[src/verilog/sdram_map_pkg.sv]
// SDRAM memory map for the slot multiplexer
// Slot identifiers, region offsets, per-slot data widths and refresh period

package sdram_map_pkg;

    // Client count, must stay a power of two for the round-robin wrap
    localparam int NUM_SLOTS = 4;
    localparam int SLOT_IDW  = 2;

    typedef enum logic [SLOT_IDW-1:0] {
        SLOT_MAIN_ROM = 2'd0,
        SLOT_MAIN_RAM = 2'd1,
        SLOT_GFX      = 2'd2,
        SLOT_SOUND    = 2'd3
    } slot_id_e;

    // SDRAM word address and client address port widths
    localparam int SDRAM_AW = 22;
    localparam int SLOT_AW  = 22;

    // Region bases as 16-bit word addresses
    localparam logic [SDRAM_AW-1:0] MAIN_ROM_OFFSET = 22'h00_0000;
    localparam logic [SDRAM_AW-1:0] SOUND_OFFSET    = 22'h08_0000;
    localparam logic [SDRAM_AW-1:0] GFX_OFFSET      = 22'h0A_8000;
    localparam logic [SDRAM_AW-1:0] MAIN_RAM_OFFSET = 22'h3A_8000;

    typedef enum logic [1:0] {
        W8  = 2'd0,
        W16 = 2'd1,
        W32 = 2'd2
    } width_e;

    // Data width of each client, indexed by slot_id_e
    localparam width_e SLOT_WIDTH [NUM_SLOTS] = '{W16, W16, W32, W8};

    // Clock cycles between refresh slots
    localparam int REFRESH_CW = 7;
    localparam logic [REFRESH_CW-1:0] REFRESH_CYCLES = 7'd64;

endpackage

[src/verilog/sdram_bus_pkg.sv]
// Bus types between clients, multiplexer and SDRAM controller
// Request, response and command structs, lane select, sequencer states

package sdram_bus_pkg;

    // Data widths on the controller side
    localparam int WR_DW  = 16;
    localparam int RD_DW  = 32;
    localparam int MASK_W = 2;

    // One client request, held steady until ok
    // wrmask bit high leaves that byte of the word unchanged
    typedef struct packed {
        logic                               cs;
        logic                               wr;
        logic [sdram_map_pkg::SLOT_AW-1:0]  addr;
        logic [WR_DW-1:0]                   din;
        logic [MASK_W-1:0]                  wrmask;
    } slot_req_t;

    // One client response, dout valid while ok is high
    typedef struct packed {
        logic             ok;
        logic [RD_DW-1:0] dout;
    } slot_rsp_t;

    // Command fields presented with sdram_req
    typedef struct packed {
        logic [sdram_map_pkg::SDRAM_AW-1:0] addr;
        logic                               rnw;
        logic [WR_DW-1:0]                   data_write;
        logic [MASK_W-1:0]                  wrmask;
    } sdram_cmd_t;

    // Read lane: width and byte select within the low word
    typedef struct packed {
        sdram_map_pkg::width_e width;
        logic                  sel;
    } lane_t;

    typedef enum logic [2:0] {
        ST_IDLE    = 3'd0,
        ST_GRANT   = 3'd1,
        ST_REQ     = 3'd2,
        ST_DATA    = 3'd3,
        ST_DONE    = 3'd4,
        ST_REFRESH = 3'd5
    } seq_state_e;

endpackage

[src/verilog/slot_addr_map.sv]
// Client address to SDRAM word address conversion
// Registers the controller command and read lane for the granted slot
`timescale 1ns/1ns

module slot_addr_map (
    input  logic                        clk,
    input  sdram_bus_pkg::slot_req_t    req,
    input  sdram_map_pkg::slot_id_e     grant_id,
    input  logic                        load,
    output sdram_bus_pkg::sdram_cmd_t   cmd,
    output sdram_bus_pkg::lane_t        lane
);

    sdram_map_pkg::width_e                  width;
    logic [sdram_map_pkg::SDRAM_AW-1:0]     offset;
    logic [sdram_map_pkg::SDRAM_AW-1:0]     word_addr;
    logic [sdram_bus_pkg::MASK_W-1:0]       byte_mask;

    always_comb begin
        width = sdram_map_pkg::SLOT_WIDTH[grant_id];
        case (grant_id)
            sdram_map_pkg::SLOT_MAIN_ROM: offset = sdram_map_pkg::MAIN_ROM_OFFSET;
            sdram_map_pkg::SLOT_MAIN_RAM: offset = sdram_map_pkg::MAIN_RAM_OFFSET;
            sdram_map_pkg::SLOT_GFX:      offset = sdram_map_pkg::GFX_OFFSET;
            default:                      offset = sdram_map_pkg::SOUND_OFFSET;
        endcase
        // 32-bit clients step two SDRAM words per address
        case (width)
            sdram_map_pkg::W32: word_addr = {req.addr[sdram_map_pkg::SLOT_AW-2:0], 1'b0};
            sdram_map_pkg::W16: word_addr = req.addr;
            default:            word_addr = {1'b0, req.addr[sdram_map_pkg::SLOT_AW-1:1]};
        endcase
        // Byte clients write one half of the word, the other half masked
        byte_mask = req.addr[0] ? 2'b01 : 2'b10;
    end

    always_ff @(posedge clk) begin
        if (load) begin
            cmd.addr <= word_addr + offset;
            cmd.rnw  <= ~req.wr;
            if (width == sdram_map_pkg::W8) begin
                cmd.data_write <= {2{req.din[7:0]}};
                cmd.wrmask     <= byte_mask;
            end else begin
                cmd.data_write <= req.din;
                cmd.wrmask     <= req.wrmask;
            end
            lane.width <= width;
            lane.sel   <= req.addr[0];
        end
    end

endmodule

[src/verilog/slot_arbiter.sv]
// Round-robin arbiter over the client chip-selects
// Priority pointer moves past each served client
`timescale 1ns/1ns

module slot_arbiter (
    input  logic                                clk,
    input  logic                                rst,
    input  logic [sdram_map_pkg::NUM_SLOTS-1:0] slot_cs,
    input  logic                                grant_take,
    output logic                                grant_valid,
    output sdram_map_pkg::slot_id_e             grant_id
);

    logic [sdram_map_pkg::SLOT_IDW-1:0] ptr_q;
    logic [sdram_map_pkg::SLOT_IDW-1:0] idx;
    logic [sdram_map_pkg::SLOT_IDW-1:0] grant_idx;

    // Search from the pointer upwards, wrapping at NUM_SLOTS.
    // The loop runs backwards so the nearest pending slot wins.
    always_comb begin
        grant_valid = 1'b0;
        grant_idx   = ptr_q;
        idx         = ptr_q;
        for (int k = sdram_map_pkg::NUM_SLOTS - 1; k >= 0; k--) begin
            idx = ptr_q + sdram_map_pkg::SLOT_IDW'(k);
            if (slot_cs[idx]) begin
                grant_valid = 1'b1;
                grant_idx   = idx;
            end
        end
    end

    assign grant_id = sdram_map_pkg::slot_id_e'(grant_idx);

    // Served client goes to the back of the queue
    always_ff @(posedge clk) begin
        if (rst) begin
            ptr_q <= '0;
        end else if (grant_take) begin
            ptr_q <= grant_idx + 1'b1;
        end
    end

endmodule

[src/verilog/sdram_seq_fsm.sv]
// Transaction sequencer towards the SDRAM controller
// Grant, request, acknowledge, data and refresh phases
`timescale 1ns/1ns

module sdram_seq_fsm (
    input  logic                        clk,
    input  logic                        rst,
    input  logic                        downloading,
    input  logic                        grant_valid,
    input  sdram_map_pkg::slot_id_e     grant_id,
    output logic                        grant_take,
    input  logic                        refresh_due,
    output logic                        refresh_done,
    input  logic                        sdram_ack,
    input  logic                        data_rdy,
    output logic                        sdram_req,
    output logic                        refresh_en,
    output logic                        load,
    output logic                        capture,
    output sdram_map_pkg::slot_id_e     owner_id
);

    sdram_bus_pkg::seq_state_e state_q;
    sdram_bus_pkg::seq_state_e state_d;

    always_comb begin
        state_d      = state_q;
        grant_take   = 1'b0;
        refresh_done = 1'b0;
        case (state_q)
            sdram_bus_pkg::ST_IDLE: begin
                // Nothing new starts during a ROM download
                if (!downloading) begin
                    if (refresh_due) begin
                        state_d = sdram_bus_pkg::ST_REFRESH;
                    end else if (grant_valid) begin
                        grant_take = 1'b1;
                        state_d    = sdram_bus_pkg::ST_GRANT;
                    end
                end
            end
            sdram_bus_pkg::ST_GRANT: state_d = sdram_bus_pkg::ST_REQ;
            sdram_bus_pkg::ST_REQ: begin
                if (sdram_ack) begin
                    state_d = sdram_bus_pkg::ST_DATA;
                end
            end
            sdram_bus_pkg::ST_DATA: begin
                if (data_rdy) begin
                    state_d = sdram_bus_pkg::ST_DONE;
                end
            end
            sdram_bus_pkg::ST_DONE: state_d = sdram_bus_pkg::ST_IDLE;
            sdram_bus_pkg::ST_REFRESH: begin
                // Download starting here skips the slot, timer stays due
                refresh_done = !downloading;
                state_d      = sdram_bus_pkg::ST_IDLE;
            end
            default: state_d = sdram_bus_pkg::ST_IDLE;
        endcase
    end

    always_ff @(posedge clk) begin
        if (rst) begin
            state_q  <= sdram_bus_pkg::ST_IDLE;
            owner_id <= sdram_map_pkg::SLOT_MAIN_ROM;
        end else begin
            state_q <= state_d;
            if (grant_take) begin
                owner_id <= grant_id;
            end
        end
    end

    // Command is registered while the arbiter still points at the owner
    assign load       = grant_take;
    assign sdram_req  = (state_q == sdram_bus_pkg::ST_REQ);
    assign capture    = (state_q == sdram_bus_pkg::ST_DONE);
    // Refresh slot and timer reload coincide
    assign refresh_en = refresh_done;

endmodule

[src/verilog/refresh_timer.sv]
// Refresh interval counter
// Flags a due refresh and reloads once it is served
`timescale 1ns/1ns

module refresh_timer (
    input  logic clk,
    input  logic rst,
    input  logic refresh_done,
    output logic refresh_due
);

    logic [sdram_map_pkg::REFRESH_CW-1:0] count_q;

    always_ff @(posedge clk) begin
        if (rst) begin
            count_q <= sdram_map_pkg::REFRESH_CYCLES;
        end else if (refresh_done) begin
            count_q <= sdram_map_pkg::REFRESH_CYCLES;
        end else if (count_q != '0) begin
            count_q <= count_q - 1'b1;
        end
    end

    // Stays high at zero until the sequencer serves it
    assign refresh_due = (count_q == '0);

endmodule

[src/verilog/slot_data_latch.sv]
// Read data capture and per-client response generation
// Lane extraction, held dout per client and one-cycle ok
`timescale 1ns/1ns

module slot_data_latch (
    input  logic                                clk,
    input  logic                                rst,
    input  logic                                data_rdy,
    input  logic [sdram_bus_pkg::RD_DW-1:0]     data_read,
    input  sdram_bus_pkg::lane_t                lane,
    input  sdram_map_pkg::slot_id_e             owner_id,
    input  logic                                capture,
    output sdram_bus_pkg::slot_rsp_t            slot_rsp [sdram_map_pkg::NUM_SLOTS]
);

    logic [sdram_bus_pkg::RD_DW-1:0] word_q;
    logic [sdram_bus_pkg::RD_DW-1:0] lane_data;
    logic [sdram_bus_pkg::RD_DW-1:0] dout_q [sdram_map_pkg::NUM_SLOTS];

    // Word from the controller, also taken on write completion
    always_ff @(posedge clk) begin
        if (data_rdy) begin
            word_q <= data_read;
        end
    end

    // Zero-extended lane, byte select picks the upper byte when set
    always_comb begin
        case (lane.width)
            sdram_map_pkg::W32: lane_data = word_q;
            sdram_map_pkg::W16: lane_data = {16'd0, word_q[15:0]};
            default:            lane_data = {24'd0, lane.sel ? word_q[15:8] : word_q[7:0]};
        endcase
    end

    always_ff @(posedge clk) begin
        if (rst) begin
            for (int i = 0; i < sdram_map_pkg::NUM_SLOTS; i++) begin
                dout_q[i] <= '0;
            end
        end else if (capture) begin
            dout_q[owner_id] <= lane_data;
        end
    end

    // New value shows during ok, then the register holds it
    always_comb begin
        for (int i = 0; i < sdram_map_pkg::NUM_SLOTS; i++) begin
            slot_rsp[i].ok   = capture && (owner_id == sdram_map_pkg::slot_id_e'(i));
            slot_rsp[i].dout = slot_rsp[i].ok ? lane_data : dout_q[i];
        end
    end

endmodule

[src/verilog/sdram_slot_mux.sv]
// SDRAM slot multiplexer top level
// Arbiter, address map, sequencer, refresh timer and data latch
`timescale 1ns/1ns

module sdram_slot_mux (
    input  logic                            clk,
    input  logic                            rst,
    input  logic                            downloading,
    input  sdram_bus_pkg::slot_req_t        slot_req [sdram_map_pkg::NUM_SLOTS],
    output sdram_bus_pkg::slot_rsp_t        slot_rsp [sdram_map_pkg::NUM_SLOTS],
    output logic                            sdram_req,
    output sdram_bus_pkg::sdram_cmd_t       sdram_cmd,
    input  logic                            sdram_ack,
    input  logic                            data_rdy,
    input  logic [sdram_bus_pkg::RD_DW-1:0] data_read,
    output logic                            refresh_en
);

    logic [sdram_map_pkg::NUM_SLOTS-1:0] slot_cs;
    logic                                grant_valid;
    logic                                grant_take;
    sdram_map_pkg::slot_id_e             grant_id;
    sdram_map_pkg::slot_id_e             owner_id;
    sdram_bus_pkg::slot_req_t            grant_req;
    sdram_bus_pkg::lane_t                lane;
    logic                                refresh_due;
    logic                                refresh_done;
    logic                                load;
    logic                                capture;

    for (genvar i = 0; i < sdram_map_pkg::NUM_SLOTS; i++) begin : g_cs
        assign slot_cs[i] = slot_req[i].cs;
    end

    assign grant_req = slot_req[grant_id];

    slot_arbiter u_arbiter (
        .clk         ( clk          ),
        .rst         ( rst          ),
        .slot_cs     ( slot_cs      ),
        .grant_take  ( grant_take   ),
        .grant_valid ( grant_valid  ),
        .grant_id    ( grant_id     )
    );

    slot_addr_map u_addr_map (
        .clk         ( clk          ),
        .req         ( grant_req    ),
        .grant_id    ( grant_id     ),
        .load        ( load         ),
        .cmd         ( sdram_cmd    ),
        .lane        ( lane         )
    );

    sdram_seq_fsm u_seq (
        .clk          ( clk          ),
        .rst          ( rst          ),
        .downloading  ( downloading  ),
        .grant_valid  ( grant_valid  ),
        .grant_id     ( grant_id     ),
        .grant_take   ( grant_take   ),
        .refresh_due  ( refresh_due  ),
        .refresh_done ( refresh_done ),
        .sdram_ack    ( sdram_ack    ),
        .data_rdy     ( data_rdy     ),
        .sdram_req    ( sdram_req    ),
        .refresh_en   ( refresh_en   ),
        .load         ( load         ),
        .capture      ( capture      ),
        .owner_id     ( owner_id     )
    );

    refresh_timer u_refresh (
        .clk          ( clk          ),
        .rst          ( rst          ),
        .refresh_done ( refresh_done ),
        .refresh_due  ( refresh_due  )
    );

    slot_data_latch u_latch (
        .clk       ( clk       ),
        .rst       ( rst       ),
        .data_rdy  ( data_rdy  ),
        .data_read ( data_read ),
        .lane      ( lane      ),
        .owner_id  ( owner_id  ),
        .capture   ( capture   ),
        .slot_rsp  ( slot_rsp  )
    );

endmodule

[config.mk]
export PLATFORM = sky130hd
export DESIGN_NAME = sdram_slot_mux
export DESIGN_NICKNAME = d
export VERILOG_FILES = /design/src/verilog/sdram_map_pkg.sv /design/src/verilog/sdram_bus_pkg.sv /design/src/verilog/slot_addr_map.sv /design/src/verilog/slot_arbiter.sv /design/src/verilog/sdram_seq_fsm.sv /design/src/verilog/refresh_timer.sv /design/src/verilog/slot_data_latch.sv /design/src/verilog/sdram_slot_mux.sv
export SDC_FILE = /design/constraint.sdc
export NUM_CORES = 1
export LEC_CHECK = 0
export ABC_AREA = 1
export BUFFER_PORTS_ARGS = -buffer_cell sky130_fd_sc_hd__buf_2
export CORE_UTILIZATION = 35
export CTS_BUF_LIST = sky130_fd_sc_hd__clkbuf_4
export CTS_CLUSTER_DIAMETER = 200
export DETAILED_ROUTE_END_ITERATION = 10
export PLACE_DENSITY = 0.67
export SLEW_MARGIN = 20
export SYNTH_ARGS = -nofsm -noshare
export SYNTH_HDL_FRONTEND = slang
export SYNTH_SLANG_ARGS = --single-unit
export TNS_END_PERCENT = 100
[constraint.sdc]
create_clock -name clk -period 9 [get_ports clk]
set_clock_uncertainty 0.2 [all_clocks]
set_input_delay 1.8 -clock clk [delete_from_list [all_inputs] [get_ports clk]]
set_output_delay 1.8 -clock clk [all_outputs]
set_load 0.01 [all_outputs]
After elaboration in Yosys (flattened, before gate mapping)
Memory sizes are Yosys's and may differ from the RTL's.
Cells that the tools add are included.
- div/mod/pow operators: 0
- bitwise gates (word level): 2
- add/sub/neg operators: 6
- shift-type cells: 0
- multiplexer cells: 51
- reductions and logical operators: 14
- eq/ne operators: 18
- order comparisons: 5
- multipliers: 0
- operators with widths (operator ; number):
    $mux W32 ; 5
    $bmux W42 S2 ; 1
    $mux W41 ; 2
    $pmux W22 S3 ; 1
    $pmux W32 S2 ; 1
    $pmux W22 S2 ; 1
    $reduce_or A32 Y1 ; 1
    $add A22 B22 Y22 ; 1
    $mux W1 ; 19
    $mux W18 ; 1
    $mux W2 ; 8
    $mux W3 ; 5
    $lt A2 B3 Y1 const B ; 4
    $pmux W3 S4 ; 1
    $eq A2 B2 Y1 const B ; 5
    $bmux W1 S2 ; 4
    $eq A2 B1 Y1 const B ; 4
    $mux W8 ; 1
    $logic_not A7 Y1 ; 1
    $reduce_bool A7 Y1 ; 1
    $sub A7 B1 Y7 const B ; 1
    $eq A3 B2 Y1 const B ; 2
    $eq A3 B3 Y1 const B ; 2
    $logic_not A2 Y1 ; 3
    15 further kinds ; 21
- memory bits (writable): 128
- output and inout bits: 175
- memories kept: 1
- logic and storage cells: 108
- latch bits: 0
- ROM bits: 0
- register bits after elaboration: 90
- input bits: 205
- memories (name ; words ; bits a word ; read ports ; clocked after Yosys merged registers in ; wr ports ; RTL line ; source):
    u_latch.dout_q ; 4 ; 32 ; 4 ; 0 ; 4 ; slot_data_latch.sv:18 ; logic [sdram_bus_pkg::RD_DW-1:0] dout_q [sdram_map_pkg::NUM_SLOTS];

Depth between registers and ports, before layout
- word-level depth: 14
- depth in mapped cells: 30
- mapped depth without buffers: 26

Modules after synthesis
A second synthesis with hierarchy kept.
- cells, all modules: 1631
- area total of the unflattened synthesis: 12792.3 um^2
- modules (own cells, without submodules) (module ; sequential area each (um^2) ; instances ; area an instance (um^2) ; cells each):
    slot_data_latch ; 4804.6 ; 1 ; 7519.7 ; 771
    slot_addr_map ; 1321.3 ; 1 ; 2154.6 ; 201
    sdram_slot_mux ; 0.0 ; 1 ; 2057.0 ; 491
    refresh_timer ; 140.1 ; 1 ; 371.6 ; 50
    slot_arbiter ; 40.0 ; 1 ; 366.6 ; 69
    sdram_seq_fsm ; 100.1 ; 1 ; 322.8 ; 49

Worst setup path after synthesis
OpenSTA, ideal clock, no wires.
- path type: input to register
- start point: input port slot_req[41] in the netlist's numbering
- end point: register u_addr_map.cmd[39] in the netlist's numbering, data pin
- buffers on the path: 3
- data required time: 8.548 ns
- slack: 3.915 ns
- cell stages on the path: 27
- arrival: 4.633 ns
- setup time: 0.252 ns
- cells stage by stage: inv_1 o21ai_1 nand2_1 nand2_1 nand2_2 nand2_4 nand2_4 nand2_4 nand2_8 inv_6 buf_8 buf_2 ha_1 buf_2 clkinv_1 nor2_1 inv_1 o211ai_1 ha_1 nand2_1 inv_1 nand3_1 nand2_1 nand2_1 nand2_1 nand2_1 nand2_1
- word-level cells in the longest chain between the ends: 13
- elaborated cells between the ends (all ways): 27
- classes of those cells: add/sub (1); eq/ne (4); mux (20); bitwise (1); reduce/logical (1)
- RTL lines (item ; RTL line ; source):
    from (decl) ; sdram_slot_mux.sv:9 ; input sdram_bus_pkg::slot_req_t slot_req [sdram_map_pkg::NUM_SLOTS],
    $bmux W1 S2 ; slot_arbiter.sv:26 ; if (slot_cs[idx]) begin
    $mux W1 (not written as such) ; slot_arbiter.sv:26 ;
    $mux W2 (3 in a row) ; slot_arbiter.sv:26 ;
    $mux W2 (*) ; slot_arbiter.sv:26 ;
    $not A2 Y3 (not written as such) (*) ; slot_addr_map.sv:20 ; width = sdram_map_pkg::SLOT_WIDTH[grant_id];
    $bmux W2 S2 (*) ; slot_addr_map.sv:20 ;
    $mux W2 (not written as such) (*) (2 in a row) ; slot_addr_map.sv:20 ;
    named net u_addr_map.width[1] ; slot_addr_map.sv:14 ; sdram_map_pkg::width_e width;
    $eq A2 B1 Y1 or $eq A2 B2 Y1 (tied branches) ; slot_addr_map.sv:28 ; case (width)
    $pmux W22 S2 (*) ; slot_addr_map.sv:28 ;
    $add A22 B22 Y22 (*) ; slot_addr_map.sv:39 ; cmd.addr <= word_addr + offset;
    to (decl) ; slot_addr_map.sv:10 ; output sdram_bus_pkg::sdram_cmd_t cmd,
Mark *: on every way through the listed nets, which the timed path passes. The rest lies on a longest branch. The select of a mux whose other input is x is not followed.
A chain may end at the register's enable or synchronous reset.

Final worst setup path
Same ends and word-level chain as after synthesis.

==> impl_metrics.yaml <==
timing:
  timing_worst_slew_pin_value_ps: 1070
  timing.max_slew.rel_slack_pct: 28.8
  grt_setup_unrepaired: "no"
  max_freq_mhz: 172
  final.min_clock_period_ps: 5810
  worst_hold_slack_ps: 270
  setup_viol: 0
  fraction_of_the_cycle_the_final_worst_path_needs_pct: 64.6
  setup-tns-final_ps: 0
  hold_viol: 0
  slew_limit_fails: 0
setup_path:
  cp_num_buf_inv: 7
  timing.critical_path.mode_cell: "nand2_1"
  worstPathArrival_ps: 6020
  path_max_fanout: 92
  worstSetupPathType: "input port to flip-flop"
  cpLargestDelayFamily: "simple AND/OR/NAND/NOR gates"
  critical_path_capture_point_type: "flip-flop"
  largest_stage_delay_on_the_critical_path_ps: 540
  standard_cell_with_the_maximum_stage_delay_on_the_critical_path: "inv_6"
  critical_path.startpoint_type: "input port"
  critical_path_required_ps: 9210
final_layout:
  final_cells: 2206
  post-route-cell-area_um2: 14600
  drive_above_1_share_pct: 30.1
  areaGrowthSynthToFinish_pct: 25.2
  finish.net_count: 1936
  nFillCells: 3284
yosys:
  synth.distinct_cells: 54
  yosys.cell_count.top_type: "nand2_1"
  synth_top_flop_cell: "edfxtp_1"
  synth_area_um2: 11600
  post_synth_edffs: 204
  synth.avg_cell_area_um2: 8.66
  async_reset_ff_share_pct: 0
  yosys.area.top_type_share_pct: 52.7
  yosys.area.top_type: "edfxtp_1"
  ys_seq_area_share_pct: 55.1
  cell_types_with_the_highest_counts_after_synthesis: "341 x nand2_1, 204 x edfxtp_1, 193 x nor2_1, 174 x o21ai_0, 123 x inv_1"
  syn_nets: 1561
  yosysWarnings: 0
  ys_seq_elements: 218
  syn-instance-count: 1343
  synth.top_cells.by_area: "edfxtp_1 53%, nand2_1 11%, o21ai_0 7.5%, nor2_1 6.2%, inv_1 4.0%"
power_and_ir_drop:
  cellPowerDensity_nw_per_um2: 300
  leakage_power_figure_nw: 6.50
  worst_voltage_drop_across_the_vdd_grid_v: 0.000170
  totalPowerFinal_mw: 4.36
clocking:
  clk_latency_ps: 680
  cts.hold.buffers_added: 0
  numCtsBuffers: 57
  postCtsSetupRepairBufs: 0
  cts.sinks: 218
  clock_tree.root_cell: "clkbuf_4"
  cts_tree: "yes"
  cts_repair_resize_count: 0
  cts_htree_levels: 2
  max-clock-path-buffers: 3
  clk_transition_reported_paths_ps: 60
placement:
  final_replace_weighted_congestion: 0.907
  dp.final_hpwl_mm: 27.1
  dp_cell_count: 2101
  total_of_buffers_placed_on_input_and_output_ports: 379
  placement.cell_area_um2: 13800
drt:
  routedLengthMet1_mm: 15.1
  postRouteAntennaNets: 0
  detail_route.first_pass.iterations: 5
  drc: 0
  met3RoutedLength_mm: 3.03
  wl_mm: 37.9
  maxUsedRoutingLayer: "met4"
  wl_per_cell_um: 17.2
  drt_iter0_drc: 652
  vias: 10797
  detailroute.wirelength.met2_mm: 18.7
  drt-vias-per-instance: 4.89
global_routing:
  grt_first_pass_wirelength_mm: 56.3
  globalRoute.totalOverflow: 0
  globalRouteTotalUtil_pct: 21.8
  pin_count_of_the_biggest_net_entering_global_routing: 99
  grt_antenna_before_repair: 2
  first_global_vias: 10363
floorplanning:
  dieArea_um2: 34000
  chipWidth_um: 184
  chipHeight_um: 184
  core_area_um2: 32600
  num_io_pins: 380
  initial_core_utilization_pct: 35.7
  placementRows: 66
hold_path:
  hp-class: "flip-flop to flip-flop"
job:
  max_cap_violations: 0
outcome:
  run_status: "completed"
-- final cells by class --
cell class	instances	area, um^2	share of cell area, %
multi-input combinational	917	4330	29.8
clock inverter	15	92.6	0.636
inverter	132	505	3.47
antenna	1	2.50	0.0172
tap	442	553	3.80
sequential	218	6410	44.0
timing repair buffer	392	1990	13.7
clock buffer	89	668	4.59
-- final timing paths --
kind | from | to | slack, ps | cells past startpoint
max | slot_req[41] | u_addr_map.cmd[39] | 3190 | 26
min | u_refresh.count_q[0] | u_refresh.count_q[0] | 270 | 2
max reg2reg | u_arbiter.ptr_q[0] | u_addr_map.cmd[39] | 3800 | 24
min reg2reg | u_refresh.count_q[0] | u_refresh.count_q[0] | 270 | 2
-- power by group --
part           internal [mW]  total (mW)  switching, mW
Sequential              1.39        1.49          0.102
Combinational          0.639        1.99           1.35
Clock                  0.477       0.886          0.409
Total                   2.50        4.36           1.86
-- worst register-to-register path: stages (launching register included) --
cell and delay, ps:
dfxtp_1 640, nand2_1 140, nand3_1 140, nand2_1 100
inv_1 70, nand2_2 60, nand2_4 80, nand2_4 50
nand2_4 110, nand2_8 300, inv_6 630, ha_1 560
clkinv_1 400, nor2_1 300, inv_1 160, o211ai_1 240
ha_1 300, nand2_1 70, inv_1 40, nand3_1 70
nand2_1 80, nand2_1 80, nand2_1 50, nand2_1 50
nand2_1 40
-- cell usage in the layout, fill, tap and decap left out, types with 3 or more instances in the layout --
cell and n:
dfxtp_1 14, ha_1 13, edfxtp_1 204, o221ai_1 4, clkbuf_4 89, clkinv_1 13, o211ai_1 3, o21ai_1 12
nor2_1 193, inv_1 122, nor3_1 7, a22o_1 8, nand2_4 3, inv_2 6, nand3_1 43, o22ai_1 17
nand2_1 340, nand2_2 16, xor2_1 4, buf_4 13, buf_2 379, o21ai_0 174, o21a_1 6, a31oi_1 11
a21oi_1 26, nand3_2 5
-- flip-flops by register name, indices dropped and copies added (netlist names) --
signal / flops
u_addr_map.lane: 3
u_refresh.count_q: 7
u_latch.dout_q: 128
u_seq.owner_id: 2
u_addr_map.cmd: 41
u_latch.word_q: 32
u_seq.state_q: 3
u_arbiter.ptr_q: 2
-- stage by stage --
stage | utilization [%] | setup WS (ps)
final | 44.6 | 3190
after global routing | 44.6 | 2850
after CTS | 44.6 | 3340
after detailed placement | 42.3 | 2620
after global placement | 42.3 | 2810
after floorplan | - | 3910
-- kinds of logic (layout without fill, tap and decap cells) --
family	Yosys count	in the layout	share of synthesized area [%]
compound gates	277	277	13.4
xor+xnor	6	6	0.452
fa+ha+maj	13	13	1.40
buf+inv	208	628	7.82
flops	218	218	55.1
other cells	0	1	0
simple gates	621	621	21.9
-- routing by layer --
layer	up-vias	global-route usage, %
met2	555	38.3
met3	67	4.23
li1	5266	-
met5	-	0
met4	0	8.53
met1	4909	26.2
(Power assumes the default switching activity.)
